**src/design/video_frame_pkg.sv**
```systemverilog
package video_frame_pkg;

	//////////////////////////////////////////////////////////////////////
	// Basic widths
	//////////////////////////////////////////////////////////////////////

	typedef logic [31:0] reg_data_t;
	typedef logic [1:0]  reg_addr_t;
	typedef logic [3:0]  byte_enable_t;

	// Word address, bits 11:2 of a buffer byte address.
	typedef logic [9:0]  mem_addr_t;

	// One pixel per memory word.
	typedef logic [15:0] pixel_t;
	typedef logic [3:0]  coord_x_t;
	typedef logic [2:0]  coord_y_t;

	//////////////////////////////////////////////////////////////////////
	// Resolution, memory and format
	//////////////////////////////////////////////////////////////////////

	localparam int FRAME_WIDTH  = 16;
	localparam int FRAME_HEIGHT = 8;
	localparam int FRAME_WORDS  = FRAME_WIDTH * FRAME_HEIGHT;
	localparam int MEM_WORDS    = 1024;

	localparam reg_data_t DEFAULT_FRONT_ADDRESS = 32'h0000_0000;
	localparam reg_data_t DEFAULT_BACK_ADDRESS  = 32'h0000_0200;

	localparam logic [15:0] ADDRESSING_BITS = 16'h0407;
	localparam logic [3:0]  COLOR_BITS      = 4'hf;     // 16-bit color
	localparam logic [1:0]  COLOR_PLANES    = 2'h1;
	localparam logic        ADDRESSING_MODE = 1'b0;     // Consecutive.

	//////////////////////////////////////////////////////////////////////
	// Shared structs and enums
	//////////////////////////////////////////////////////////////////////

	typedef struct packed {
		reg_addr_t    address;
		byte_enable_t byteenable;
		logic         read;
		logic         write;
		reg_data_t    writedata;
	} reg_bus_t;

	typedef struct packed {
		logic      req;
		logic      we;
		mem_addr_t addr;
		pixel_t    wdata;
	} mem_req_t;

	typedef struct packed {
		logic     valid;
		coord_x_t x;
		coord_y_t y;
		pixel_t   color;
		logic     last;
	} pixel_out_t;

	typedef enum logic [1:0] {
		READER_IDLE,
		READER_FETCH,
		READER_DRAIN
	} reader_state_t;

endpackage
```
**src/design/memory_arbiter.sv**
```systemverilog
`timescale 1ns/1ps

module memory_arbiter import video_frame_pkg::*;
(
	input  logic     clk,
	input  logic     reset,
	input  mem_req_t reader_req,
	input  mem_req_t writer_req,
	output logic     reader_grant,
	output logic     writer_grant,
	output mem_req_t mem_cmd
);

	// Set when the writer won the last grant.
	logic last_writer;

	//////////////////////////////////////////////////////////////////////
	// Round-robin grant
	//////////////////////////////////////////////////////////////////////

	always_comb
	begin
		reader_grant = 1'b0;
		writer_grant = 1'b0;
		if (reader_req.req && writer_req.req)
		begin
			reader_grant = last_writer;
			writer_grant = ~last_writer;
		end
		else
		begin
			reader_grant = reader_req.req;
			writer_grant = writer_req.req;
		end
	end

	always_ff @(posedge clk)
	begin
		if (reset)
			last_writer <= 1'b0;
		else if (reader_grant)
			last_writer <= 1'b0;
		else if (writer_grant)
			last_writer <= 1'b1;
	end

	// Winner goes straight to the memory port.
	always_comb
	begin
		if (reader_grant)
			mem_cmd = reader_req;
		else if (writer_grant)
			mem_cmd = writer_req;
		else
			mem_cmd = '0;
	end

endmodule

```
**config.mk**
```make
export PLATFORM = sky130hd
export DESIGN_NAME = memory_arbiter
export DESIGN_NICKNAME = d
export VERILOG_FILES = /design/src/design/video_frame_pkg.sv /design/src/design/memory_arbiter.sv
export SDC_FILE = /design/constraint.sdc
export NUM_CORES = 1
export LEC_CHECK = 0
export BUFFER_PORTS_ARGS = -buffer_cell sky130_fd_sc_hd__buf_2
export CORE_UTILIZATION = 21
export CTS_CLUSTER_DIAMETER = 100
export DETAILED_ROUTE_END_ITERATION = 12
export HOLD_SLACK_MARGIN = 0.08
export PLACE_DENSITY_LB_ADDON = 0.05
export SYNTH_ARGS = -nofsm -noshare
export SYNTH_HDL_FRONTEND = slang
export SYNTH_SLANG_ARGS = --single-unit
```
**constraint.sdc**
```tcl
create_clock -name clk -period 1.2 [get_ports clk]
set_input_delay 0.24 -clock clk [delete_from_list [all_inputs] [get_ports clk]]
set_output_delay 0.24 -clock clk [all_outputs]
set_load 0.1 [all_outputs]
```
==> out/qor.csv, run 1 <==
stage,metric,value,unit
logic_synthesis,syn_avg_cell_area,10.1,µm²
logic_synthesis,netlist_instances,42,
logic_synthesis,synth.area.top_cells,"a32o_2 40%, a32o_1 28%, buf_8 7.1%, dfxtp_1 4.7%, a21boi_4 4.4%",
logic_synthesis,synth_cell_types,13,
placement,place_ws,-0.259,ns
placement,io_buffers,87,
logic_synthesis,synth-seq-area-share,4.71,%
logic_synthesis,syn_area,425,µm²
logic_synthesis,synth_top_area_share,39.7,%
floorplanning,die_h,47.0,µm
sta,grt_worst_setup_endpoint,mem_cmd[8],
logic_synthesis,syn_nets,100,
clock_network,postCtsHoldBufs,0,
placement,dp_hpwl,2120,µm
floorplanning,start_util,23.4,%
logic_synthesis,ys_ff_latch,1,
sta,endpoint_type,primary output,
grt,antenna_found_initial,0,
grt,grt_max_degree,19,
floorplanning,io-pin-count,88,
floorplanning,die_w,47.0,µm
placement,place.gp.congestion,0.746,
logic_synthesis,ys_warn_count,0,
run_status,lastStage,global routing (5_1_grt),
floorplanning,rows,15,
run_status,error_line,[ERROR DPL-0033] detailed placement checks failed during check placement.,
logic_synthesis,synth_top_cell_by_area,a32o_2,
run_status,status,stopped before the end,
synth_stat cells, drive strengths merged:
master,count
a211oi,1
a21boi,1
a32o,27
and2,1
buf,5
clkbuf,3
dfxtp,1
nand2b,1
nor2,1
or2,1
per-stage QoR:
step                      instance area, µm²  cells  setup TNS (ns)
after detailed placement                1560    152           -6.84
after floorplan                          658     42           -5.70
after global placement                  1560    152           -6.14
after CTS                               1730    162           -6.11
cell families after synthesis:
group,after synthesis,synth area share (%)
flip-flops,1,4.71
buffers and inverters,8,15.9
AO/OA/AOI/OAI,29,74.1
AND/OR/NAND/NOR,4,5.30
repair_timing:
item	in CTS
gates resized for setup	11
endpoints found under the setup margin	30
pin swaps	0
buffers inserted	6
cloned	4
==> run 2: changes to the inputs <==
--- a/config.mk
+++ b/config.mk
@@ -6,11 +6,10 @@
 export NUM_CORES = 1
 export LEC_CHECK = 0
 export BUFFER_PORTS_ARGS = -buffer_cell sky130_fd_sc_hd__buf_2
-export CORE_UTILIZATION = 21
-export CTS_CLUSTER_DIAMETER = 100
+export CORE_AREA = 2 2 63 65
 export DETAILED_ROUTE_END_ITERATION = 12
-export HOLD_SLACK_MARGIN = 0.08
-export PLACE_DENSITY_LB_ADDON = 0.05
+export DIE_AREA = 0 0 65 67
+export PLACE_DENSITY_LB_ADDON = 0.15
 export SYNTH_ARGS = -nofsm -noshare
 export SYNTH_HDL_FRONTEND = slang
 export SYNTH_SLANG_ARGS = --single-unit
==> constraint.sdc (replaced) <==
create_clock -name clk -period 1.6 [get_ports clk]
set_input_delay 0.32 -clock clk [delete_from_list [all_inputs] [get_ports clk]]
set_output_delay 0.32 -clock clk [all_outputs]
set_load 0.1 [all_outputs]
==> run 2 against run 1 <==
Compared with the run above:
- the flow now finishes without violations
- synthesized cell count stayed put
- synthesized area is the same
==> out/qor.csv, run 2 <==
stage,metric,value,unit
worst_hold_path,hold_class,input port to flop,
sta,fin_crit,1.56,ns
grt,grt_pass1_wl,3280,µm
grt,grt_use_met3,1.52,%
cells_and_area,largest_register_ffs,1,
worst_setup_path,ff2ff_path_depth,3,
route,drt-wirelength-per-cell,12.9,µm
logic_synthesis,synth_top_area_share,39.7,%
logic_synthesis,synth_most_common_cell,a32o_2,
worst_hold_path,hold_path.startpoint,reset,
floorplanning,dieArea,4360,µm²
worst_setup_path,reg2reg_slack,0.88,ns
pwr,power,1.10,mW
logic_synthesis,synthTopCellsByCount,"15 x a32o_2, 12 x a32o_1, 3 x clkbuf_1, 2 x buf_4, 2 x buf_8",
floorplanning,die_w,65,µm
sta,max_freq,641,MHz
logic_synthesis,synth.area.top_cells,"a32o_2 40%, a32o_1 28%, buf_8 7.1%, dfxtp_1 4.7%, a21boi_4 4.4%",
cells_and_area,instances_no_fill,176,
worst_setup_path,slowest_delay,0.33,ns
worst_setup_path,r2r_end,last_writer$_SDFFE_PP0N_,
sta,timing.hold.ws,0.496,ns
grt,grt_use_total,9.13,%
grt,use_met1,9.90,%
logic_synthesis,syn_area,425,µm²
cells_and_area,regMostFlops,last_writer,
placement,place.gp.congestion,0.554,
worst_setup_path,crit_path_end,mem_cmd[8],
worst_setup_path,critical_path_class,input port to primary output,
cells_and_area,fill_cells,345,
clock_network,clk_pin_slew,0,ns
clock_network,postCtsHoldBufs,0,
cells_and_area,largestRegisters,last_writer: 1 flops,
worst_setup_path,cp_cell_sequence,"buf_2, nand2b_1, buf_4, a32o_4, buf_12",
floorplanning,start_util,11.8,%
worst_setup_path,critPathSlowestCell,a32o_4,
worst_setup_path,cp_num_cells,5,
cells_and_area,fin_area,1520,µm²
run,maxCapViolCount,0,
cells_and_area,syn_to_final_growth,257,%
sta,setup_viol,0,
clock_network,post_cts_buffers,0,
pwr,ir_drop,0.308,mV
worst_setup_path,cp_top_family,buffers and inverters,
floorplanning,rows,22,
worst_setup_path,critPathLaunchType,input port,
grt,overflow,0,
route,wl,2270,µm
logic_synthesis,syn_avg_cell_area,10.1,µm²
sta,finalHoldViolCount,0,
floorplanning,io-pin-count,88,
floorplanning,core_area,3610,µm²
worst_setup_path,end_kind,primary output,
cells_and_area,final_cell_mix,"57 x buf_2, 33 x buf_12, 16 x a32o_2",
route,vias_per_cell,4.43,
logic_synthesis,ys_warn_count,0,
sta,max_slew.worst_pin.slew,0.206,ns
sta,fin_crit_sh,97.6,%
cells_and_area,final_common_cell,buf_2,
cells_and_area,drive_gt1_share,96.9,%
placement,place_area,1520,µm²
route,drc,0,
grt,antenna_found_initial,0,
logic_synthesis,syn_nets,100,
sta,rsz0062_at_grt,no,
floorplanning,die_h,67,µm
grt,grt.met2_usage,19.2,%
logic_synthesis,synth_top_cell_by_area,a32o_2,
sta,slew_headroom,86.3,%
route,vias,780,
placement,dp.cells,176,
sta,fin_ws,0.0389,ns
grt,grt_max_degree,17,
worst_setup_path,cp_max_fo,12,
placement,place_ws,0.0270,ns
placement,dp_hpwl,1970,µm
cells_and_area,diodes,0,
pwr,powerDensity,723,nW/µm²
cells_and_area,fin_util,42.2,%
run_status,status,"complete, no violations",
sta,finClkSkew,0,ns
route,drt.antenna.violating_nets,0,
worst_setup_path,cp.required,1.28,ns
clock_network,cts_resized,0,
grt,busiest_layer,met2,
logic_synthesis,ys_ff_latch,1,
worst_setup_path,crit_arrival,1.24,ns
logic_synthesis,synth-seq-area-share,4.71,%
sta,tns,0,ns
sta,slew_viol_final,0,
cells_and_area,nets,188,
logic_synthesis,synth_cell_types,13,
logic_synthesis,synth_ff_type,dfxtp_1,
worst_setup_path,worst-path-buf-inv,3,
logic_synthesis,synth_edf_count,0,
clock_network,worstSkewPairLatency,0,ns
route,dr.pass1.iters,3,
route,drt-initial-drc-count,11,
logic_synthesis,netlist_instances,42,
worst_setup_path,r2r_start,last_writer$_SDFFE_PP0N_,
placement,io_buffers,87,
worst_setup_path,cp-startpoint,writer_req[27],
grt,first_global_vias,729,
pwr,p_leak,0.740,nW
logic_synthesis,async_flop_share,0,%
run 2: cell counts after synthesis:
Identical to the previous run, type by type.
run 2: worst min path at each step:
stage                                     to  slack [ns]  cells past startpoint
floorplan           last_writer$_SDFFE_PP0N_        0.40                      1
global placement    last_writer$_SDFFE_PP0N_        0.49                      2
detailed placement  last_writer$_SDFFE_PP0N_        0.50                      2
CTS                 last_writer$_SDFFE_PP0N_        0.50                      2
global route        last_writer$_SDFFE_PP0N_        0.50                      2
finish              last_writer$_SDFFE_PP0N_        0.50                      2
run 2: layer usage:
metal	vias to the layer above	routed length (µm)
li1	376	-
met1	360	830
met4	0	0
met5	-	0
met2	44	1230
met3	0	211
run 2: cells by family (layout without fill, tap and decap cells):
| group | after synthesis | count (layout) | synth area share [%] |
|---|---|---|---|
| DFF | 1 | 1 | 4.71 |
| buffers and inverters | 8 | 94 | 15.9 |
| AOI/OAI and AO/OA | 29 | 29 | 74.1 |
| and+or+nand+nor | 4 | 4 | 5.30 |
run 2: area by class of cell:
class | count | area, µm² | share of cell area (%)
well taps | 48 | 60.1 | 3.95
repair buffers | 94 | 976 | 64.2
multi-input cells | 33 | 464 | 30.5
flip-flops and latches | 1 | 20.0 | 1.32
run 2: report_power, final:
| part | internal [mW] | total (mW) | switching, mW |
|---|---|---|---|
| registers | 0.0275 | 0.0282 | 0.000685 |
| logic | 0.417 | 1.07 | 0.654 |
| clock network | 0 | 0 | 0 |
| total | 0.445 | 1.10 | 0.655 |
run 2: worst register-to-register path: cells and delay by family (launching register included):
| family | cells | cell delay (ns) |
|---|---|---|
| compound gates | 1 | 0.16 |
| buf+inv | 1 | 0.12 |
| flops | 1 | 0.29 |
| simple gates | 1 | 0.04 |
Note: power is estimated with default switching activity, not from simulation.
