File: src/design/video_frame_pkg.sv
package video_frame_pkg;

	//////////////////////////////////////////////////////////////////////
	// Basic widths
	//////////////////////////////////////////////////////////////////////

	typedef logic [31:0] reg_data_t;
	typedef logic [1:0]  reg_addr_t;
	typedef logic [3:0]  byte_enable_t;

	// Word address, bits 11:2 of a buffer byte address.
	typedef logic [9:0]  mem_addr_t;

	// One pixel per memory word.
	typedef logic [15:0] pixel_t;
	typedef logic [3:0]  coord_x_t;
	typedef logic [2:0]  coord_y_t;

	//////////////////////////////////////////////////////////////////////
	// Resolution, memory and format
	//////////////////////////////////////////////////////////////////////

	localparam int FRAME_WIDTH  = 16;
	localparam int FRAME_HEIGHT = 8;
	localparam int FRAME_WORDS  = FRAME_WIDTH * FRAME_HEIGHT;
	localparam int MEM_WORDS    = 1024;

	localparam reg_data_t DEFAULT_FRONT_ADDRESS = 32'h0000_0000;
	localparam reg_data_t DEFAULT_BACK_ADDRESS  = 32'h0000_0200;

	localparam logic [15:0] ADDRESSING_BITS = 16'h0407;
	localparam logic [3:0]  COLOR_BITS      = 4'hf;     // 16-bit color
	localparam logic [1:0]  COLOR_PLANES    = 2'h1;
	localparam logic        ADDRESSING_MODE = 1'b0;     // Consecutive.

	//////////////////////////////////////////////////////////////////////
	// Shared structs and enums
	//////////////////////////////////////////////////////////////////////

	typedef struct packed {
		reg_addr_t    address;
		byte_enable_t byteenable;
		logic         read;
		logic         write;
		reg_data_t    writedata;
	} reg_bus_t;

	typedef struct packed {
		logic      req;
		logic      we;
		mem_addr_t addr;
		pixel_t    wdata;
	} mem_req_t;

	typedef struct packed {
		logic     valid;
		coord_x_t x;
		coord_y_t y;
		pixel_t   color;
		logic     last;
	} pixel_out_t;

	typedef enum logic [1:0] {
		READER_IDLE,
		READER_FETCH,
		READER_DRAIN
	} reader_state_t;

endpackage
File: src/design/pixel_writer.sv
`timescale 1ns/1ps

module pixel_writer import video_frame_pkg::*;
(
	input  logic      clk,
	input  logic      reset,
	input  logic      draw,
	input  coord_x_t  draw_x,
	input  coord_y_t  draw_y,
	input  pixel_t    draw_color,
	input  reg_data_t back_address,
	input  logic      grant,
	output logic      busy,
	output mem_req_t  mem_req
);

	logic      pending;
	logic      accept;
	mem_addr_t write_addr;
	pixel_t    write_color;

	assign accept = draw & ~pending;
	assign busy   = pending;

	assign mem_req.req   = pending;
	assign mem_req.we    = 1'b1;
	assign mem_req.addr  = write_addr;
	assign mem_req.wdata = write_color;

	// One write outstanding at a time.
	always_ff @(posedge clk)
	begin
		if (reset)
			pending <= 1'b0;
		else if (accept)
			pending <= 1'b1;
		else if (grant)
			pending <= 1'b0;
	end

	// Raster offset y * FRAME_WIDTH + x is the concatenation {y, x}.
	always_ff @(posedge clk)
	begin
		if (accept)
		begin
			write_addr  <= back_address[11:2] + mem_addr_t'({draw_y, draw_x});
			write_color <= draw_color;
		end
	end

endmodule

File: config.mk
export PLATFORM = sky130hd
export DESIGN_NAME = pixel_writer
export DESIGN_NICKNAME = d
export VERILOG_FILES = /design/src/design/video_frame_pkg.sv /design/src/design/pixel_writer.sv
export SDC_FILE = /design/constraint.sdc
export NUM_CORES = 1
export LEC_CHECK = 0
export BUFFER_PORTS_ARGS = -buffer_cell sky130_fd_sc_hd__buf_4
export CAP_MARGIN = 20
export CORE_AREA = 2 2 62 64
export CTS_CLUSTER_SIZE = 25
export DETAILED_ROUTE_END_ITERATION = 12
export DIE_AREA = 0 0 64 66
export PLACE_DENSITY = 0.76
export SETUP_SLACK_MARGIN = 0.1
export SLEW_MARGIN = 20
export SYNTH_ARGS = -nofsm -noshare
export SYNTH_HDL_FRONTEND = slang
export SYNTH_SLANG_ARGS = --single-unit
File: constraint.sdc
create_clock -name clk -period 2 [get_ports clk]
set_input_delay 0 -clock clk [delete_from_list [all_inputs] [get_ports clk]]
set_output_delay 0 -clock clk [all_outputs]
set_load 0.01 [all_outputs]
# Yosys cells after proc, flatten, opt, wreduce, memory -nomap -nowiden
# Cells that the tools add are included.
[totals]
ff_bits = 27
latchBits = 0
mem_bits_rw = 0
rom_bits = 0
in_bits = 59
output_inout_bits = 29
word_cells = 9
mem_count = 0
[op_classes]
addsub = 1
n_mul = 0
div = 0
order_cmp = 0
n_eq_ne = 0
n_shift = 0
mux = 2
bitwise_logic = 2
reduce_logical = 1
[ops]
columns = ["cell", "n"]
rows = [
  ["$add 10x7->10", 1],
  ["$mux 1", 2],
  ["$reduce_bool 2->1", 1],
  ["$and 1x1->1", 1],
  ["$not 1->1", 1],
]

# Logic depth before layout (Yosys ltp)
[depth]
ltp_word = 3
ltp_mapped = 7
depth_no_buf = 7

# Worst setup path after synthesis
# No wires, ideal clock.
[synth_timing]
path_kind = "register to register"
startpoint = "register pending, in the netlist busy"
endpoint = "register write_addr[0] (enable)"
setup_ns = 0.412
t_arrival_ns = 1.557
t_required_ns = 1.588
setup_slack_ns = 0.031
path_stages_with_launch = 2
n_path_buf = 0
synth_period_minus_slack_ns = 1.969
cell_sequence = "dfxtp_1 > nor2b_1"
[synth_between]
elab_chain_len = 2
[synth_lines]
columns = ["element", "line_no", "source"]
rows = [
  ["start: declaration", "pixel_writer.sv:17", "logic pending;"],
  ["start signal: assignment", "pixel_writer.sv:34", "pending <= 1'b0;"],
  ["start signal: assignment", "pixel_writer.sv:36", "pending <= 1'b1;"],
  ["start signal: assignment", "pixel_writer.sv:38", "pending <= 1'b0;"],
  ["$not 1->1", "pixel_writer.sv:22", "assign accept = draw & ~pending;"],
  ["$and 1x1->1", "pixel_writer.sv:22", ""],
  ["via accept", "pixel_writer.sv:18", "logic accept;"],
  ["end signal: assignment", "pixel_writer.sv:46", "write_addr <= back_address[11:2] + mem_addr_t'({draw_y, draw_x});"],
  ["end: declaration", "pixel_writer.sv:19", "mem_addr_t write_addr;"],
]
# The timed path passes the listed nets, and every way through them passes these cells.
# A chain may end at the register's enable or synchronous reset.

# Worst setup path after layout
[layout_timing]
startpoint = "input back_address[2]"
endpoint = "register write_addr[8] (data pin)"
[layout_between]
elab_chain_len = 1
[layout_lines]
columns = ["element", "line_no", "source"]
rows = [
  ["start: declaration", "pixel_writer.sv:11", "input reg_data_t back_address,"],
  ["$add 10x7->10", "pixel_writer.sv:46", ""],
]
# Every way passes these cells.

==> PnR_summary.wiki <==
{| class="wikitable"
! Metric !! Value
|-
| Outcome || complete, no violations
|-
| Clock tree skew after final layout || 0.001235 ns
|-
| Portion of total power attributed to sequential cells || 55.7%
|-
| Area used by sequential logic in the layout || 800.8 um^2
|-
| Post CTS Setup Buffer Count || 0
|-
| # diodes || 0
|-
| Number of placed I/O pins || 88
|-
| Final nets || 236
|-
| Final worst-path setup slack || 0.2096 ns
|-
| Part of the cycle the worst path needs || 89.52%
|-
| Wire length of the first global-routing pass || 4367 um
|-
| IO buf count || 64
|-
| Clk pin slew, worst setup/hold paths || 0.13 ns
|-
| Die span in x || 64 um
|-
| Arrival time worst endpoint || 1.98 ns
|-
| Global placement routability congestion || 0.7134
|-
| Initial detailed-routing violation count || 44
|-
| Sequential fraction of the synthesis area || 64.13%
|-
| TritonCTS sink count || 27
|-
| Worst hold path class || in2reg
|-
| Setup slack at placement || 0.2611 ns
|-
| Setup total negative slack || 0 ns
|-
| Number of global-route vias before repair || 994
|-
| YS warnings || 0
|-
| Gate Count Post-Synth || 80
|-
| Areal power density over the cells || 610.4 nW/um^2
|-
| Total overflow reported by the global router || 0
|-
| Wire length after detailed routing || 2749 um
|-
| Crit end category || flip-flop
|-
| Number of enable flip-flop cells after synthesis || 26
|-
| Max-cap violations || 0
|-
| Critical Path Fanout Max || 3
|-
| Post-synth ARST share || 0%
|-
| First-pass DRT Iterations || 4
|-
| Remaining antenna violation count after routing || 0
|-
| Die outline area || 4224 um^2
|-
| Flop and latch count out of synthesis || 27
|-
| Crit path required time || 2.19 ns
|-
| Rows || 22
|-
| Synth-to-Final Area Change || 62.83%
|-
| Pin count of the biggest net entering global routing || 27
|-
| Remaining routing DRC violations || 0
|-
| Synthesized area || 1249 um^2
|-
| Number of filler instances in the final layout || 277
|-
| Startpoint type of the worst setup path || input port
|-
| Number of vias per cell after detailed routing || 4.426
|-
| Root buf cell || sky130_fd_sc_hd__clkbuf_4
|-
| Endpoints failing hold || 0
|-
| Htree depth || 1
|-
| Logic gate share of total power || 25.9%
|-
| Overall die height || 66 um
|-
| Tot GR Track Use || 13.35%
|-
| Initial Utilization || 35.17%
|-
| Initial antenna violation count || 0
|-
| Setup repair after global routing missed its margin || no
|-
| Total nets after synthesis || 147
|-
| Layout cells sized above 1 || 46.43%
|-
| Final setup violation count || 0
|-
| Worst-case vdd ir drop || 0.2621 mV
|-
| TritonCTS clock tree || built
|-
| Vias after detailed routing || 956
|-
| Synth cell types || 27
|-
| Insertion delay of the later-clocked pin in the worst-skew pair || 0.32 ns
|-
| Number of buffers created by CTS || 3
|-
| Clock Tree Buf Depth || 2
|-
| Switching portion of total power || 24.59%
|-
| Internal power of the cells || 0.0009359 W
|-
| LEAKAGE || 0.8590 nW
|-
| Core region area || 3551 um^2
|-
| Area used by multi-input combinational logic || 421.7 um^2
|-
| Most frequently used flop master after synthesis || sky130_fd_sc_hd__edfxtp_1
|-
| Clock group share of total power || 18.4%
|-
| Avg Synthesized Cell Area || 15.61 um^2
|-
| Routed length per instance || 12.73 um
|-
| Total half-perimeter wirelength after legalization and detailed placement || 2002 um
|-
| Highest attainable clock frequency || 558.5 MHz
|-
| Switching power summed over all nets || 0.0003052 W
|-
| Max-slew violation count || 0
|-
| Final critical path time including I/O delays and setup || 1.790 ns
|-
| Kind of critical path || in2reg
|-
| Overall power || 0.001241 W
|}
-- synth_stat cells (2+ instances only) --
master	instances	area share (%)
sky130_fd_sc_hd__a2111oi_4	2	4.4
sky130_fd_sc_hd__a21oi_1	2	0.80
sky130_fd_sc_hd__and3_4	2	1.8
sky130_fd_sc_hd__buf_4	2	1.2
sky130_fd_sc_hd__edfxtp_1	26	63
sky130_fd_sc_hd__ha_1	7	7.0
sky130_fd_sc_hd__inv_1	6	1.8
sky130_fd_sc_hd__nand4_1	2	1.0
sky130_fd_sc_hd__nor2_1	5	1.5
sky130_fd_sc_hd__nor2b_1	2	1.0
sky130_fd_sc_hd__o21a_1	2	1.2
sky130_fd_sc_hd__o21ai_0	2	0.80
sky130_fd_sc_hd__xnor2_1	5	3.5
sky130_fd_sc_hd__xor2_1	2	1.4
-- metrics by stage --
step | cells | instance area, um^2 | hold WS, ns | util [%]
6_report | 216 | 2033 | 0.04271 | 57.26
3_5_place_dp | 191 | 1784 | 0.1675 | 50.25
4_1_cts | 216 | 2024 | 0.03144 | 57.01
5_1_grt | 216 | 2033 | 0.05407 | 57.26
3_3_place_gp | 191 | 1784 | 0.1645 | 50.25
2_1_floorplan | 80 | 1251 | 0.07847 | -
-- cell families after synthesis --
kind of cell / after synthesis / synth area share, %
AOI/OAI and AO/OA: 14 / 11.82
xor gates and xnor gates: 7 / 4.910
buffers and inverters: 8 / 3.006
DFF: 27 / 64.13
other: 1 / 0.3003
and+or+nand+nor: 15 / 7.215
adders and majority gates: 8 / 8.617
-- worst max-delay path: stages --
cell	delay [ns]
sky130_fd_sc_hd__dlygate4sd3_1	0.52
sky130_fd_sc_hd__buf_4	0.10
sky130_fd_sc_hd__ha_1	0.17
sky130_fd_sc_hd__inv_1	0.06
sky130_fd_sc_hd__fa_1	0.41
sky130_fd_sc_hd__nor2b_2	0.16
sky130_fd_sc_hd__o2111ai_2	0.16
sky130_fd_sc_hd__a211o_1	0.31
sky130_fd_sc_hd__nand4_1	0.10
-- state kept, by name (all words and copies together) (netlist names) --
signal       flops
write_color     16
write_addr      10
busy             1
-- per-layer routing --
metal,share of wire [%],global-route usage (%),up-vias
met5,0,0,-
met4,1.5,4.891,0
met3,9.5,2.896,5
met2,45,22.92,58
met1,44,16.50,418
li1,-,-,475
-- cell type report --
type | count | share of cell area, %
clock inverters | 1 | 0.3692
clock buffers | 3 | 1.108
flip-flops and latches | 27 | 39.38
repair buffers | 86 | 34.34
well taps | 48 | 2.954
inverters | 6 | 1.108
multi-input cells | 45 | 20.74
-- power by group through the flow --
| stage | clock, W | sequential [W] | combinational (W) |
|---|---|---|---|
| final | 0.000228 | 0.000691 | 0.000322 |
| after global routing | 0.000264 | 0.000696 | 0.000350 |
| after CTS | 0.000235 | 0.000691 | 0.000319 |
| after detailed placement | 0 | 0.000704 | 0.000284 |
| after global placement | 0 | 0.000702 | 0.000276 |
| after floorplan | 0 | 0.000727 | 0.000120 |
-- final timing paths --
| check | endpoint | cells after the start | start | slack (ns) |
|---|---|---|---|---|
| setup reg to reg | busy | 3 | busy | 0.68 |
| hold reg to reg | write_color[2] | 2 | busy | 0.91 |
| setup / recovery | write_addr[8] | 9 | back_address[2] | 0.21 |
| hold / removal | write_addr[8] | 3 | back_address[10] | 0.04 |
-- placed cells by master (no fill, tap or decap), drive strengths merged --
cell / count
xnor2: 5
buf: 65
conb: 1
clkbuf: 3
nand3b: 1
clkinvlp: 1
dlygate4sd3: 21
a211oi: 1
nand4: 2
nor2b: 2
a2111oi: 2
xor2: 2
inv: 6
dfxtp: 1
fa: 1
ha: 7
and3: 3
o21ai: 2
a41oi: 1
nor2: 5
nand2: 1
and2: 1
edfxtp: 26
a211o: 1
o2111ai: 1
a21oi: 3
a21o: 1
o21a: 2
-- timing repair --
item | in CTS | in global routing
hold buffers | 21 | 0
endpoints found under the hold margin | 19 | 0
resized for setup | 0 | 2
endpoints found under the setup margin | 0 | 1
(Power assumes the default switching activity.)
