## src/design/video_frame_pkg.sv

```systemverilog
package video_frame_pkg;

	//////////////////////////////////////////////////////////////////////
	// Basic widths
	//////////////////////////////////////////////////////////////////////

	typedef logic [31:0] reg_data_t;
	typedef logic [1:0]  reg_addr_t;
	typedef logic [3:0]  byte_enable_t;

	// Word address, bits 11:2 of a buffer byte address.
	typedef logic [9:0]  mem_addr_t;

	// One pixel per memory word.
	typedef logic [15:0] pixel_t;
	typedef logic [3:0]  coord_x_t;
	typedef logic [2:0]  coord_y_t;

	//////////////////////////////////////////////////////////////////////
	// Resolution, memory and format
	//////////////////////////////////////////////////////////////////////

	localparam int FRAME_WIDTH  = 16;
	localparam int FRAME_HEIGHT = 8;
	localparam int FRAME_WORDS  = FRAME_WIDTH * FRAME_HEIGHT;
	localparam int MEM_WORDS    = 1024;

	localparam reg_data_t DEFAULT_FRONT_ADDRESS = 32'h0000_0000;
	localparam reg_data_t DEFAULT_BACK_ADDRESS  = 32'h0000_0200;

	localparam logic [15:0] ADDRESSING_BITS = 16'h0407;
	localparam logic [3:0]  COLOR_BITS      = 4'hf;     // 16-bit color
	localparam logic [1:0]  COLOR_PLANES    = 2'h1;
	localparam logic        ADDRESSING_MODE = 1'b0;     // Consecutive.

	//////////////////////////////////////////////////////////////////////
	// Shared structs and enums
	//////////////////////////////////////////////////////////////////////

	typedef struct packed {
		reg_addr_t    address;
		byte_enable_t byteenable;
		logic         read;
		logic         write;
		reg_data_t    writedata;
	} reg_bus_t;

	typedef struct packed {
		logic      req;
		logic      we;
		mem_addr_t addr;
		pixel_t    wdata;
	} mem_req_t;

	typedef struct packed {
		logic     valid;
		coord_x_t x;
		coord_y_t y;
		pixel_t   color;
		logic     last;
	} pixel_out_t;

	typedef enum logic [1:0] {
		READER_IDLE,
		READER_FETCH,
		READER_DRAIN
	} reader_state_t;

endpackage
```

## src/design/frame_reader.sv

```systemverilog
`timescale 1ns/1ps

module frame_reader import video_frame_pkg::*;
(
	input  logic       clk,
	input  logic       reset,
	input  logic       enable,
	input  reg_data_t  front_address,
	input  logic       grant,
	input  pixel_t     mem_rdata,
	output mem_req_t   mem_req,
	output pixel_out_t pixel_out,
	output logic       frame_done
);

	reader_state_t state;
	mem_addr_t     base;
	coord_x_t      fetch_x;
	coord_y_t      fetch_y;
	logic          fetch_last;

	// Tag of the fetch whose word is on mem_rdata.
	logic          tag_valid;
	coord_x_t      tag_x;
	coord_y_t      tag_y;
	logic          tag_last;

	assign fetch_last = (fetch_x == coord_x_t'(FRAME_WIDTH - 1)) &&
		(fetch_y == coord_y_t'(FRAME_HEIGHT - 1));

	assign mem_req.req   = (state == READER_FETCH);
	assign mem_req.we    = 1'b0;
	assign mem_req.addr  = base + mem_addr_t'({fetch_y, fetch_x});
	assign mem_req.wdata = '0;

	assign frame_done = pixel_out.valid & pixel_out.last;

	//////////////////////////////////////////////////////////////////////
	// Fetch FSM
	//////////////////////////////////////////////////////////////////////

	always_ff @(posedge clk)
	begin
		if (reset)
		begin
			state   <= READER_IDLE;
			fetch_x <= '0;
			fetch_y <= '0;
		end
		else
		begin
			case (state)
				READER_IDLE:
					if (enable)
					begin
						state   <= READER_FETCH;
						fetch_x <= '0;
						fetch_y <= '0;
					end
				READER_FETCH:
					if (grant)
					begin
						{fetch_y, fetch_x} <= {fetch_y, fetch_x} + 1'b1;
						if (fetch_last)
							state <= READER_DRAIN;
					end
				default:
					if (frame_done)
						state <= READER_IDLE;
			endcase
		end
	end

	// Base is taken only when leaving IDLE, so a mid-frame swap has no effect.
	always_ff @(posedge clk)
	begin
		if (state == READER_IDLE && enable)
			base <= front_address[11:2];
	end

	//////////////////////////////////////////////////////////////////////
	// Tag and output pipeline
	//////////////////////////////////////////////////////////////////////

	always_ff @(posedge clk)
	begin
		if (reset)
		begin
			tag_valid       <= 1'b0;
			pixel_out.valid <= 1'b0;
		end
		else
		begin
			tag_valid       <= grant;
			pixel_out.valid <= tag_valid;
		end
	end

	always_ff @(posedge clk)
	begin
		tag_x           <= fetch_x;
		tag_y           <= fetch_y;
		tag_last        <= fetch_last;
		pixel_out.x     <= tag_x;
		pixel_out.y     <= tag_y;
		pixel_out.color <= mem_rdata;
		pixel_out.last  <= tag_last & tag_valid;
	end

endmodule

```

## config.mk

```make
export PLATFORM = sky130hd
export DESIGN_NAME = frame_reader
export DESIGN_NICKNAME = d
export VERILOG_FILES = /design/src/design/video_frame_pkg.sv /design/src/design/frame_reader.sv
export SDC_FILE = /design/constraint.sdc
export NUM_CORES = 1
export LEC_CHECK = 0
export BUFFER_PORTS_ARGS = -buffer_cell sky130_fd_sc_hd__clkbuf_2
export CORE_MARGIN = 4
export CORE_UTILIZATION = 39
export DETAILED_ROUTE_END_ITERATION = 16
export HOLD_SLACK_MARGIN = 0.08
export PLACE_DENSITY = 0.75
export RECOVER_POWER = 50
export SLEW_MARGIN = 20
export SYNTH_ARGS = -nofsm -noshare
export SYNTH_HDL_FRONTEND = slang
export SYNTH_SLANG_ARGS = --single-unit
```

## constraint.sdc

```tcl
create_clock -name clk -period 1.86 [get_ports clk]
set_input_delay 0.279 -clock clk [delete_from_list [all_inputs] [get_ports clk]]
set_output_delay 0.279 -clock clk [all_outputs]
set_load 0.005 [all_outputs]
```

* Yosys cells after proc, flatten, opt, wreduce, memory -nomap -nowiden
Cells that the tools add are included.
Storage, ports and cells: bits in registers 53, output and inout bits 54, logic and storage cells 41
Cells by class: mux-type cells 11, $add $sub $neg 2, reductions and logical operators 7, eq/ne operators 6, bitwise logic cells 2
Operators with widths (number):
- 10-bit by 7-bit adder with 10-bit output | 1
- 2-bit two-way mux | 4
- 4-bit two-way mux | 2
- 4-bit case mux with 2 select lines | 1
- 7-bit by 1-bit adder with 7-bit output, second input constant | 1
- 3-bit two-way mux | 2
- 3-bit case mux with 2 select lines | 1
- 4-bit equality test, second input constant | 1
- 2-bit != test, second input constant | 2
- 2-bit case mux with 2 select lines | 1
- 4-bit AND reduction | 1
- 3-bit equality test, second input constant | 1
- 3-bit AND reduction | 1
- 3-bit nonzero test | 1
- 1-bit AND | 2
- 2-bit by 1-bit equality test with 1-bit output, second input constant | 1
- 1-bit logical AND | 2
- 2-bit logical NOT | 1
- 2-bit by 1-bit != test with 1-bit output, second input constant | 1
- 2-bit nonzero test | 1

* Longest topological paths before layout
depth after elaboration 5, mapped depth 7

* Worst setup path after synthesis
OpenSTA, ideal clock, no wires.
path kind reg-to-output, start point reg fetch_x[0], end point out mem_req[24] (netlist bit), path buffers 0, arrival time 1653 ps, path slack -72 ps, cell stages (with the launch flop) 8, data required time 1581 ps, path through dfxtp_1 -> ha_1 -> inv_1 -> fa_1 -> nor2b_1 -> o2111ai_1 -> a211o_1 -> nand4b_1
RTL lines:
- start, declared | RTL line frame_reader.sv:18 | coord_x_t fetch_x;
- start signal, assigned | RTL line frame_reader.sv:63 | {fetch_y, fetch_x} <= {fetch_y, fetch_x} + 1'b1;
- end, declared | RTL line frame_reader.sv:11 | output mem_req_t mem_req,

==> results.yml <==
outcome:
  status: "complete, but fails checks"
  violations: "negative setup slack"
cells_and_area:
  diodes: 0
  fin_nets: 328
  drive_gt1_share_pct: 38.81
  fin_area_sq_mm: 0.002748
  area_growth_pct: 41.04
critical_path:
  r2r-end: "fetch_y[2]"
  path_class: "flip-flop to output pin"
  regToRegSetupSlack_ns: 0.37
  path_cells: "ha_4 -> and3_4 -> a2111oi_4 -> a211oi_1 -> xor2_1 -> clkbuf_2"
  cp.arrival_ns: 2.03
  crit_cells: 6
  crit_start: "base[3]"
  start_kind: "flip-flop"
  rr_worst_depth: 6
  r2r-start: "fetch_x[0]"
  end_kind: "output pin"
  crit_required_ns: 1.58
  slowest_delay_ns: 0.46
  cpLargestDelayFamily: "compound AO/OA/AOI/OAI gates"
  cp_slowest_cell: "edfxtp_1"
  critPathMaxFanout: 4
  crit_path_end: "mem_req[25]"
  worst-path-buf-inv: 1
place:
  finalWeightedCongestion: 0.8286
  io_buffers: 66
  placed_area_sq_mm: 0.002432
  hpwlAfterDp_mm: 2.868
floorplan:
  ios: 106
  start_util_pct: 40.71
  dieArea_sq_mm: 0.006190
  std_cell_rows: 25
  die_w_um: 78.68
  die_h_um: 78.68
  core_sq_mm: 0.004786
detailed_routing:
  drc: 0
  route.detailed.wl_per_inst_um: 11.69
  drt_wl_total_mm: 3.916
  vias: 1433
  dr.pass1.iters: 4
  drt.antenna.violating_nets: 0
  drtIter0Drc: 37
  vias_per_cell: 4.278
sta:
  max-slew-margin-rel_pct: 64.68
  finalWorstPathRequiredPeriod_ns: 2.306
  min_period_over_period_pct: 124.0
  fin_ws_ns: -0.4464
  fmax_ghz: 0.4336
  rsz0062_at_grt: "true"
  hold_viol: 0
  setup_viol: 8
  skew_ns: 0.009331
  worst_pin_slew_ns: 0.5150
  slew_violations: 0
  finalSetupTns_ns: -2.667
synth:
  syn_area_per_cell_sq_um: 12.03
  yosysUniqueCellTypes: 36
  syn_inst: 162
  yosysWarnings: 0
  syn_area_sq_mm: 0.001948
  ys_ff_latch: 53
  ys_seq_area_share_pct: 59.60
clocking:
  clock_latency_ns: 0.30
  htreeDepth: 2
  cts_num_sinks: 53
  cts.path.max_buffers: 2
  cts_buffers: 5
  cts.clk_slew.worst_paths_ns: 0.09
  cts_root_buf: "clkbuf_8"
  cts_tree: "built"
power:
  leakagePower_nw: 1.248
  p_int_w: 0.001603
  clockPowerShare_pct: 30.1
  power_density_mw_per_mm2: 756.8
  p_sw_w: 0.0004762
  swShare_pct: 22.90
  seqPwrFrac_pct: 59.3
  power_frac_comb_pct: 10.6
  vdd_drop_max_mv: 0.4824
global_routing:
  grt-ovfl-total: 0
  grt_max_degree: 18
  grt_pass1_wl_mm: 6.320
  antenna_found_initial: 0
  grt_use_total_pct: 12.76
  grt_pass1_vias: 1419
run:
  cap_violations: 0
min_path:
  worstHoldPathType: "primary input to flip-flop"
## worst min path at each step
stage,to,from,cells past startpoint
2_1_floorplan,pixel_out[10],mem_rdata[9],0
3_3_place_gp,pixel_out[19],tag_y[2],0
3_5_place_dp,pixel_out[20],tag_x[0],0
4_1_cts,pixel_out[4],mem_rdata[3],1
5_1_grt,base[4],front_address[6],1
6_report,base[3],front_address[5],1
## cell usage in the layout (no fill, tap or decap), types with 2 or more instances in the layout
cell           Yosys  routed
clkbuf_2           0      58
dfxtp_1           43      43
conb_1             1      17
dlygate4sd3_1      0      16
buf_4             17      12
nor2_1            12      11
edfxtp_1          10      10
buf_2              1       7
xnor2_1            9       6
clkbuf_1           0       6
inv_1              7       5
nand2_1            5       5
ha_1               8       5
clkbuf_8           0       5
a21oi_1            5       4
nor2b_1            4       3
and2_1             4       3
a211oi_1           3       3
o21ai_0            4       3
xnor2_2            0       3
nor3b_1            3       3
ha_4               0       3
inv_2              0       2
and3_4             2       2
o21a_1             2       2
xor2_1             2       2
nand4b_1           2       2
nand3b_1           2       2
and3_1             2       2
## metrics by stage
stage	util [%]	total power, W	cells	hold slack [ns]	setup WS, ns
after floorplan	-	0.001360	178	0.3067	0.01856
after global placement	50.82	0.001432	309	0.3117	-0.1356
after detailed placement	50.82	0.001436	309	0.3121	-0.1487
after CTS	56.39	0.002103	333	0.08378	-0.4589
after global routing	57.41	0.002199	335	0.1296	-0.5735
final	57.41	0.002080	335	0.1542	-0.4464
## synth_stat cells, drive strengths merged
library cell,number,area (sq um)
o21a,2,15.01
edfxtp,10,300.3
o21ai,4,20.02
a2111oi,1,27.53
a32oi,1,8.760
nor2b,4,25.02
or2,1,6.260
and3,4,35.03
a2bb2oi,1,8.760
ha,8,100.1
nor3b,3,22.52
nand2,5,18.77
o2111ai,1,8.760
inv,7,26.28
nor4,1,12.51
a31oi,1,6.260
nand3,1,5.000
and2,4,25.02
xnor2,9,78.83
fa,1,20.02
a21oi,5,25.02
a211o,1,8.760
a211oi,3,22.52
nor3,1,5.000
buf,18,132.6
mux2i,1,10.01
a21o,1,7.510
nand4,1,6.260
conb,1,3.750
nand4b,2,17.52
nor2,12,45.04
xor2,2,17.52
nand3b,2,15.01
dfxtp,43,860.8
## routing by layer
metal | global-route usage [%] | up-vias | share of wire [%]
met4 | 3.846 | 0 | 1.5
met2 | 22.92 | 48 | 52
met3 | 2.867 | 8 | 5.2
met5 | 0 | - | 0
li1 | - | 730 | -
met1 | 15.05 | 647 | 41
## power groups by stage
stage / combinational [W] / clock, W / sequential, W
after detailed placement: 0.000179 / 0 / 0.00126
final: 0.000221 / 0.000626 / 0.00123
after floorplan: 0.000101 / 0 / 0.00126
after global routing: 0.000245 / 0.000716 / 0.00124
after global placement: 0.000176 / 0 / 0.00126
after CTS: 0.000210 / 0.000662 / 0.00123
## registers in the layout, summed over array words and instances, names as in the netlist
register,flops
tag_x,4
fetch_x,4
state,2
fetch_y,3
tag_y,3
pixel_out,25
tag_valid,1
base,10
tag_last,1
## worst reg2reg max path, stage by stage, from the launching register on
cell and delay, ns:
dfxtp_1 0.35, buf_4 0.16, ha_1 0.20, and3_1 0.18, and3_1 0.21, nand3b_1 0.16
a31oi_1 0.16
## layout make-up
cell class                      instances  area (sq um)
Clock buffer                            5         68.82
Timing Repair Buffer                  100         609.3
Clock inverter                          3         20.02
Multi-Input combinational cell        100         778.2
Fill cell                             426          2038
Tap cell                               67         83.83
Sequential cell                        53          1161
Inverter                                7         26.28
## cells by family after synthesis
logic type	count (synthesis)	share of synthesized area [%]
other	1	0.1925
xor gates and xnor gates	11	4.946
AOI/OAI and AO/OA	21	8.157
adders and majority gates	9	6.166
buffers and inverters	25	8.157
DFF	53	59.60
muxes	1	0.5138
and+or+nand+nor	41	12.27
## repair_timing
action                     CTS  global route
hold buffers                15             1
setup buffers                1             1
pin swaps                    0             4
gates resized for setup      4            18
setup endpoints to repair    9             9
hold endpoints to repair    15             1
Note: power is estimated with default switching activity, not from simulation.
