[config.mk]
export PLATFORM = sky130hd
export DESIGN_NAME = dma_control_slave
export DESIGN_NICKNAME = d
export VERILOG_FILES = /design/src/design/video_frame_pkg.sv /design/src/design/dma_control_slave.sv
export SDC_FILE = /design/constraint.sdc
export NUM_CORES = 1
export LEC_CHECK = 0
export ABC_AREA = 1
export BUFFER_PORTS_ARGS = -buffer_cell sky130_fd_sc_hd__buf_2
export CORE_MARGIN = 2
export CORE_UTILIZATION = 31
export DETAILED_ROUTE_END_ITERATION = 10
export GPL_ROUTABILITY_DRIVEN = 0
export HOLD_SLACK_MARGIN = 0.12
export PLACE_DENSITY = 0.59
export SLEW_MARGIN = 40
export SYNTH_ARGS = -nofsm -noshare
export SYNTH_HDL_FRONTEND = slang
export SYNTH_SLANG_ARGS = --single-unit
[constraint.sdc]
create_clock -name clk -period 1.9 [get_ports clk]
set_clock_uncertainty 0.2 [all_clocks]
set_input_delay 0.285 -clock clk [delete_from_list [all_inputs] [get_ports clk]]
set_output_delay 0.285 -clock clk [all_outputs]
set_load 0.01 [all_outputs]
[src/design/video_frame_pkg.sv]
package video_frame_pkg;

	//////////////////////////////////////////////////////////////////////
	// Basic widths
	//////////////////////////////////////////////////////////////////////

	typedef logic [31:0] reg_data_t;
	typedef logic [1:0]  reg_addr_t;
	typedef logic [3:0]  byte_enable_t;

	// Word address, bits 11:2 of a buffer byte address.
	typedef logic [9:0]  mem_addr_t;

	// One pixel per memory word.
	typedef logic [15:0] pixel_t;
	typedef logic [3:0]  coord_x_t;
	typedef logic [2:0]  coord_y_t;

	//////////////////////////////////////////////////////////////////////
	// Resolution, memory and format
	//////////////////////////////////////////////////////////////////////

	localparam int FRAME_WIDTH  = 16;
	localparam int FRAME_HEIGHT = 8;
	localparam int FRAME_WORDS  = FRAME_WIDTH * FRAME_HEIGHT;
	localparam int MEM_WORDS    = 1024;

	localparam reg_data_t DEFAULT_FRONT_ADDRESS = 32'h0000_0000;
	localparam reg_data_t DEFAULT_BACK_ADDRESS  = 32'h0000_0200;

	localparam logic [15:0] ADDRESSING_BITS = 16'h0407;
	localparam logic [3:0]  COLOR_BITS      = 4'hf;     // 16-bit color
	localparam logic [1:0]  COLOR_PLANES    = 2'h1;
	localparam logic        ADDRESSING_MODE = 1'b0;     // Consecutive.

	//////////////////////////////////////////////////////////////////////
	// Shared structs and enums
	//////////////////////////////////////////////////////////////////////

	typedef struct packed {
		reg_addr_t    address;
		byte_enable_t byteenable;
		logic         read;
		logic         write;
		reg_data_t    writedata;
	} reg_bus_t;

	typedef struct packed {
		logic      req;
		logic      we;
		mem_addr_t addr;
		pixel_t    wdata;
	} mem_req_t;

	typedef struct packed {
		logic     valid;
		coord_x_t x;
		coord_y_t y;
		pixel_t   color;
		logic     last;
	} pixel_out_t;

	typedef enum logic [1:0] {
		READER_IDLE,
		READER_FETCH,
		READER_DRAIN
	} reader_state_t;

endpackage
[src/design/dma_control_slave.sv]
`timescale 1ns/1ps

module dma_control_slave import video_frame_pkg::*;
(
	input  logic      clk,
	input  logic      reset,
	input  reg_bus_t  bus,
	input  logic      frame_done,
	output reg_data_t readdata,
	output reg_data_t front_address,
	output reg_data_t back_address
);

	logic swap_pending;
	logic write_front;
	logic write_back;

	assign write_front = bus.write & (bus.address == 2'd0);
	assign write_back  = bus.write & (bus.address == 2'd1);

	//////////////////////////////////////////////////////////////////////
	// Register read
	//////////////////////////////////////////////////////////////////////

	always_ff @(posedge clk)
	begin
		if (reset)
			readdata <= '0;
		else if (bus.read)
		begin
			case (bus.address)
				2'd0: readdata <= front_address;
				2'd1: readdata <= back_address;
				2'd2: readdata <= {16'(FRAME_HEIGHT), 16'(FRAME_WIDTH)};
				default:
					readdata <= {ADDRESSING_BITS, 4'h0, COLOR_BITS, COLOR_PLANES,
						4'h0, ADDRESSING_MODE, swap_pending};
			endcase
		end
	end

	//////////////////////////////////////////////////////////////////////
	// Buffer addresses and swap
	//////////////////////////////////////////////////////////////////////

	// A back-address write beats an exchange in the same cycle.
	always_ff @(posedge clk)
	begin
		if (reset)
		begin
			front_address <= DEFAULT_FRONT_ADDRESS;
			back_address  <= DEFAULT_BACK_ADDRESS;
		end
		else if (write_back)
		begin
			for (int i = 0; i < 4; i++)
			begin
				if (bus.byteenable[i])
					back_address[i*8 +: 8] <= bus.writedata[i*8 +: 8];
			end
		end
		else if (swap_pending & frame_done)
		begin
			front_address <= back_address;
			back_address  <= front_address;
		end
	end

	// Frame end clears the request, unless the host asks again right then.
	always_ff @(posedge clk)
	begin
		if (reset)
			swap_pending <= 1'b0;
		else if (write_front)
			swap_pending <= 1'b1;
		else if (frame_done)
			swap_pending <= 1'b0;
	end

endmodule

Word level (Yosys, flattened, before mapping):

Index checks and enable logic that the tools add are counted.

* bits in registers: 97
* word-level logic and storage cells: 34

* reduce and logical (&&, ||, !) cells: 8
* equality and inequality tests: 6
* muxes and demuxes: 9
* bitwise logic cells: 4

Operators with widths (count)
* $pmux 32 s3: 1
* $mux 32: 2
* $mux 8: 4
* $reduce_and 2->1: 5
* $ne 2x2->1 const B: 4
* $reduce_bool 2->1: 2
* $and 1x1->1: 3
* $eq 2x1->1 const B: 1
* $eq 2x2->1 const B: 1
* $logic_not 2->1: 1
* $mux 1: 2
* $not 1->1: 1

Logic depth before layout (Yosys ltp):

Gate-level depths: netlist of the first run.

* depth after elaboration: 4
* mapped depth: 8
* gate-level depth less buffers: 7

Worst setup path before layout of the first run:

No wires, ideal clock.

* kind: in2reg
* start: in bus[38] in the netlist's numbering
* end: reg front_address[0]
* setup time: 0.116 ns
* slack: 0.492 ns
* data arrival time: 1.092 ns
* cell stages on the path: 7
* path through: buf_4 nand3_2 nand2_2 buf_4 buf_6 o21ai_0 nor2_1

* longest elaborated chain between the ends: 4

RTL lines
* from (decl): RTL line dma_control_slave.sv:7 `input reg_bus_t bus,`
* $eq 2x1->1: RTL line dma_control_slave.sv:19 `assign write_back = bus.write & (bus.address == 2'd1);`
* $and 1x1->1: RTL line dma_control_slave.sv:19
* $not 1->1 (no line)
* $reduce_and 2->1 (no line)
* to (signal assigned): RTL line dma_control_slave.sv:64 `front_address <= back_address;`
* to (decl): RTL line dma_control_slave.sv:10 `output reg_data_t front_address,`

No other way between the ends.
A chain may end at the register's enable or synchronous reset.

Final worst setup path of the first run:

* start: in frame_done
* end: reg back_address[12]

* longest elaborated chain between the ends: 3

RTL lines
* from (decl): RTL line dma_control_slave.sv:8 `input logic frame_done,`
* $and 1x1->1: RTL line dma_control_slave.sv:62 `else if (swap_pending & frame_done)`
* $reduce_bool 2->1 (no line)
* $reduce_and 2->1 (no line)
* to (signal, indexed assignment): RTL line dma_control_slave.sv:59 `back_address[i*8 +: 8] <= bus.writedata[i*8 +: 8];`
* to (signal assigned): RTL line dma_control_slave.sv:65 `back_address <= front_address;`
* to (decl): RTL line dma_control_slave.sv:11 `output reg_data_t back_address`

No other way between the ends.

==> results of run 1 <==
==> power by group <==
group / total (mW) / internal (mW) / switching [mW]
clock network: 1.86 / 1.05 / 0.805
logic: 0.725 / 0.306 / 0.419
registers: 2.20 / 2.13 / 0.0748
total: 4.79 / 3.49 / 1.30
==> registers in the layout, summed over array words and instances (netlist names) <==
name,flops
swap_pending,1
front_address,32
readdata,32
back_address,32
==> cell families (layout without fill, tap and decap cells) <==
group / count (synthesis) / count (layout) / synth area share (%)
and+or+nand+nor: 395 / 395 / 35.6
buffers and inverters: 109 / 280 / 10.0
DFF: 97 / 97 / 43.5
AOI/OAI and AO/OA: 95 / 95 / 10.9
==> per-stage QoR <==
step | cell area, um2 | power, mW | std cells
2_1_floorplan | 4460 | 2.62 | 696
3_3_place_gp | 5480 | 2.92 | 998
3_5_place_dp | 5480 | 2.92 | 998
4_1_cts | 6110 | 4.84 | 1047
5_1_grt | 6110 | 5.03 | 1047
6_report | 6110 | 4.79 | 1047
==> layout make-up <==
cell class / count / area, um2
Sequential cell: 97 / 1940
Tap cell: 180 / 225
Fill cell: 1481 / 7880
Inverter: 66 / 248
Multi-Input combinational cell: 490 / 2080
Timing Repair Buffer: 198 / 1310
Clock buffer: 11 / 243
Clock inverter: 5 / 55.1
==> worst max-delay path, cell delays in order <==
cell and delay (ns):
dlygate4sd3_1 0.53, buf_2 0.14, nand2_1 0.07, inv_1 0.05, nand2_2 0.14, buf_12 0.18
nand2_1 0.10, inv_2 0.14, nor2_1 0.06, nor2_1 0.08
==> metal layers <==
metal	vias up	share of wire (%)
li1	2507	-
met1	2179	47
met2	172	44
met3	18	7.4
met4	0	1.3
met5	-	0
==> final timing paths <==
check	slack [ns]	to	startpoint
setup / recovery	0.20	back_address[12]	frame_done
hold / removal	0.13	back_address[9]	reset
setup reg to reg	0.49	back_address[12]	swap_pending
hold reg to reg	0.27	readdata[19]	readdata[19]
==> placed cells by master (no fill, tap or decap) <==
cell	synthesis	final
inv_1	61	60
buf_2	12	138
dfxtp_1	97	97
clkinvlp_4	0	2
nand3_2	1	1
nand2_1	151	151
inv_2	5	6
clkinv_2	0	2
bufinv_16	0	1
buf_12	0	7
nor2_4	0	1
a21oi_1	23	23
nor2_1	170	169
clkbuf_1	27	1
nand2_2	1	1
nand4_1	4	4
clkbuf_16	0	9
o21ai_0	63	63
nor2_2	1	1
clkbuf_8	0	1
a31oi_1	9	9
dlygate4sd3_1	0	33
buf_4	2	20
nand3_1	67	67
==> synth_stat cells <==
cell type | number | area share [%]
a31oi_1 | 9 | 1.3
a21oi_1 | 23 | 2.6
nand4_1 | 4 | 0.56
nand3_1 | 67 | 7.5
o21ai_0 | 63 | 7.1
clkbuf_1 | 27 | 2.3
nand2_2 | 1 | 0.14
nor2_1 | 170 | 14
nand2_1 | 151 | 13
buf_4 | 2 | 0.34
inv_1 | 61 | 5.1
buf_6 | 2 | 0.50
buf_2 | 12 | 1.3
nor2_2 | 1 | 0.14
dfxtp_1 | 97 | 44
inv_2 | 5 | 0.42
nand3_2 | 1 | 0.22
==> reports/metrics.yaml, run 1 <==
detailed_routing:
  via_per_inst: 4.66
  first_pass_iters: 5
  wl_um: 15400
  drt_iter0_drc: 372
  routedWlPerCell_um: 14.7
  drc: 0
  ant_nets: 0
  via_count: 4876
critical_path:
  cp_data_arrival_time_ns: 1.78
  cp-end-kind: "flip-flop"
  reg2reg_depth: 8
  cp.required_ns: 1.98
  critPathLaunchType: "input pin"
  cp_max_fo: 30
  crit_type: "input pin to flip-flop"
job:
  cap_violations: 0
timing:
  finalMaxSlewViolations: 0
  relSlewSlack_pct: 73.7
  hold_viol: 0
  setup_tns_ns: 0
  fin_ws_ns: 0.201
  clock.fmax_mhz: 588
  rsz0062_at_grt: "no"
  min_period_ns: 1.70
  fin_hold_ws_ns: 0.134
  tightest_slew_ns: 0.391
  post-route-period-util_pct: 89.4
  setup_viol: 0
layout:
  utilization_pct: 43.6
  diodes: 0
  syn2layout_area_growth_pct: 36.8
  drive_above_1_share_pct: 21.9
  fin_nets: 905
global_route:
  grt_pass1_wl_um: 24000
  met2_usage_pct: 32.1
  grt_usage_pct: 20.5
  grt-busiest-layer: "met2"
  met1_usage_pct: 28.1
  met3_usage_pct: 5.59
  grt_max_degree: 37
  antenna_found_initial: 0
  gr-total-overflow: 0
  grt_pass1_vias: 4532
synthesis:
  synth_area_per_cell_um2: 6.41
  syn_inst: 696
  seq_area_frac_synth_pct: 43.5
  syn-num-nets: 739
  synth_seq_cells: 97
  ys_types: 17
  syn_area_um2: 4460
  ys.warnings.count: 0
clocking:
  path_clk_slew_ns: 0.07
  cts_buffers: 9
  postCtsSetupBuffers: 0
  postCtsHoldBufs: 33
  cts_num_sinks: 97
  cts_tree: "done"
  clock_latency_ns: 0.35
  cts_root_buf: "clkbuf_16"
  ctsResizeCount: 0
  cts-htree-levels: 3
  cts_max_path_buffers: 2
floorplan:
  start_util_pct: 31.9
  core_um2: 14000
  die-area_um2: 15400
  die_h_um: 124
  num_rows: 43
  ios: 139
  dieWidth_um: 124
run_status:
  outcome: "completed"
place:
  dp.final_hpwl_um: 10400
  dp_slack_ns: 0.255
  numPortBuffers: 138
power:
  p_leak_nw: 3.22
  peakVddDrop_mv: 0.369
  power.density_nw_per_um2: 784
hold_path:
  hold_class: "input pin to flip-flop"
  whs_path_depth: 3
Note: power is estimated with default switching activity, not from simulation.
==> inputs of run 2 (changes only) <==
- PLACE_DENSITY: 0.59 -> default
- PLACE_DENSITY_LB_ADDON: default -> 0.1
==> reports/metrics.yaml, run 2 (synthesized netlist as in run 1, its figures left out) <==
run_status:
  outcome: "completed"  # unchanged
detailed_routing:
  via_per_inst: 4.74  # was 4.66
  ant_nets: 0  # unchanged
  routedWlPerCell_um: 15.0  # was 14.7 um
  drc: 0  # unchanged
  via_count: 4973  # was 4,876
  first_pass_iters: 7  # was 5
  wl_um: 15800  # was 15,400 um
  drt_iter0_drc: 305  # was 372
layout:
  seq_area_um2: 1940  # unchanged
  final_common_cell: "nor2_1"  # unchanged
  multi_input_area_um2: 2080  # about the same
  final_cell_mix: "169 x nor2_1, 151 x nand2_1, 138 x buf_2, 97 x dfxtp_1, 67 x nand3_1"  # unchanged
  syn2layout_area_growth_pct: 37.0  # was 36.8%
  fin_nets: 907  # was 905
  diodes: 0  # unchanged
  drive_above_1_share_pct: 22.1  # was 21.9%
  fin_area_um2: 6110  # about the same
  fillCellCount: 1490  # was 1,481
  utilization_pct: 43.7  # was 43.6%
  top_regs: "back_address (32), front_address (32), readdata (32)"  # unchanged
clocking:
  cts_root_buf: "clkbuf_16"  # unchanged
  cts_max_path_buffers: 2  # unchanged
  cts-htree-levels: 3  # unchanged
  ctsResizeCount: 0  # unchanged
  cts_buffers: 9  # unchanged
  cts_tree: "done"  # unchanged
  cts_num_sinks: 97  # unchanged
  postCtsSetupBuffers: 0  # unchanged
  path_clk_slew_ns: 0.07  # about the same
  clock_latency_ns: 0.36  # was 0.35 ns
timing:
  relSlewSlack_pct: 71.5  # was 73.7%
  hold_viol: 0  # unchanged
  min_period_ns: 1.76  # was 1.70 ns
  clock.fmax_mhz: 569  # was 588 MHz
  post-route-period-util_pct: 92.4  # was 89.4%
  setup_tns_ns: 0  # unchanged
  fin_hold_ws_ns: 0.142  # was 0.134 ns
  rsz0062_at_grt: "no"  # unchanged
  finalMaxSlewViolations: 0  # unchanged
  setup_viol: 0  # unchanged
  tightest_slew_ns: 0.424  # was 0.391 ns
critical_path:
  reg2reg_to: "front_address[13]"  # was back_address[12]
  reg2reg_depth: 7  # was 8
  critPathLaunchType: "input pin"  # unchanged
  reg2reg_slack_ns: 0.36  # was 0.49 ns
  crit-reg2reg-launch: "swap_pending"  # unchanged
  cp_slowest_stage_delay_ns: 0.53  # about the same
  cp-end-kind: "flip-flop"  # unchanged
  path_cells: "dlygate4sd3_1 -> buf_2 -> nand2_1 -> inv_1 -> nand2_2 -> buf_12 -> nand2_1 -> inv_2 -> nor2_1 -> nor2_1"  # unchanged
  cp_max_fo: 18  # was 30
  cp.required_ns: 1.99  # was 1.98 ns
  crit_type: "input pin to flip-flop"  # unchanged
  cpMaxStageDelayCell: "dlygate4sd3_1"  # unchanged
  cp_data_arrival_time_ns: 1.85  # was 1.78 ns
global_route:
  grt_pass1_vias: 4485  # was 4,532
  met1_usage_pct: 26.9  # was 28.1%
  grt_usage_pct: 20.4  # was 20.5%
  grt-busiest-layer: "met2"  # unchanged
  met3_usage_pct: 5.04  # was 5.59%
  gr-total-overflow: 0  # unchanged
  grt_pass1_wl_um: 23700  # was 24,000 um
  antenna_found_initial: 0  # unchanged
  grt_max_degree: 33  # was 37
  met2_usage_pct: 33.5  # was 32.1%
place:
  placed_area_um2: 5480  # about the same
  numPortBuffers: 138  # unchanged
  dp.final_hpwl_um: 10900  # was 10,400 um
power:
  p_int_mw: 3.53  # was 3.49 mW
  p_switching_mw: 1.31  # was 1.30 mW
  clkPwrFrac_pct: 39.4  # was 38.8%
  p_leak_nw: 3.23  # was 3.22 nW
  power.density_nw_per_um2: 791  # was 784 nW/um2
  peakVddDrop_mv: 0.745  # was 0.369 mV
  switching_share_pct: 27.0  # was 27.1%
  total_power_mw: 4.83  # was 4.79 mW
  power_frac_comb_pct: 15.0  # was 15.1%
  p_seq_share_pct: 45.6  # was 46.0%
hold_path:
  holdPathEnd: "back_address[23]"  # was back_address[9]
  min_from: "reset"  # unchanged
  hold_class: "input pin to flip-flop"  # unchanged
  whs_path_depth: 4  # was 3
job:
  cap_violations: 0  # unchanged
floorplan:
  ios: 139  # unchanged
  die-area_um2: 15400  # unchanged
  start_util_pct: 31.9  # unchanged
  num_rows: 43  # unchanged
  core_um2: 14000  # unchanged
  die_h_um: 124  # unchanged
  dieWidth_um: 124  # unchanged
run 2: cell count changes in the layout (fill, tap and decap cells not counted), sizes merged:
cell      previous run  this run
buf                165       167
clkbuf              11        12
clkinvlp             2         1
run 2: worst max path at each step:
| stage | depth (start not counted) | end | slack, ns | startpoint |
|---|---|---|---|---|
| 2_1_floorplan | 7 | front_address[0] | 0.49 | bus[38] |
| 3_3_place_gp | 7 | back_address[19] | 0.15 | bus[38] |
| 3_5_place_dp | 7 | back_address[18] | 0.17 | bus[38] |
| 4_1_cts | 10 | back_address[21] | 0.16 | frame_done |
| 5_1_grt | 9 | front_address[13] | 0.06 | frame_done |
| 6_report | 10 | back_address[16] | 0.14 | frame_done |
run 2: layer usage:
layer,up-vias,share of wire (%)
li1,2518,-
met4,0,1.0
met3,11,6.3
met2,158,47
met1,2286,46
met5,-,0
run 2: repair_timing:
| action | CTS | global route |
|---|---|---|
| hold endpoints to repair | 33 | 0 |
| hold buffers | 33 | 0 |
| endpoints found under the setup margin | 0 | 0 |
run 2: critical path: cells and delay by family:
family                 cells  cell delay (ns)
buffers and inverters      5             1.09
AND/OR/NAND/NOR            5             0.47
run 2: area by class of cell:
cell class | count | area share (%)
clock buffers | 12 | 4.20
clock inverters | 4 | 0.839
inverters | 66 | 4.05
multi-input cells | 490 | 34.0
flip-flops and latches | 97 | 31.8
well taps | 180 | 3.68
repair buffers | 200 | 21.5
run 2: power groups by stage:
stage,sequential [mW],clock (mW),combinational [mW]
final,2.21,1.90,0.725
after global routing,2.22,2.03,0.809
after CTS,2.20,1.96,0.726
after detailed placement,2.25,0,0.670
after global placement,2.25,0,0.670
after floorplan,2.28,0,0.341
run 2: through the flow:
| step | setup slack (ns) | std cells |
|---|---|---|
| 4_1_cts | 0.162 | 1049 |
| 3_3_place_gp | 0.145 | 1000 |
| 6_report | 0.144 | 1049 |
| 5_1_grt | 0.0559 | 1049 |
| 3_5_place_dp | 0.175 | 1000 |
| 2_1_floorplan | 0.492 | 696 |
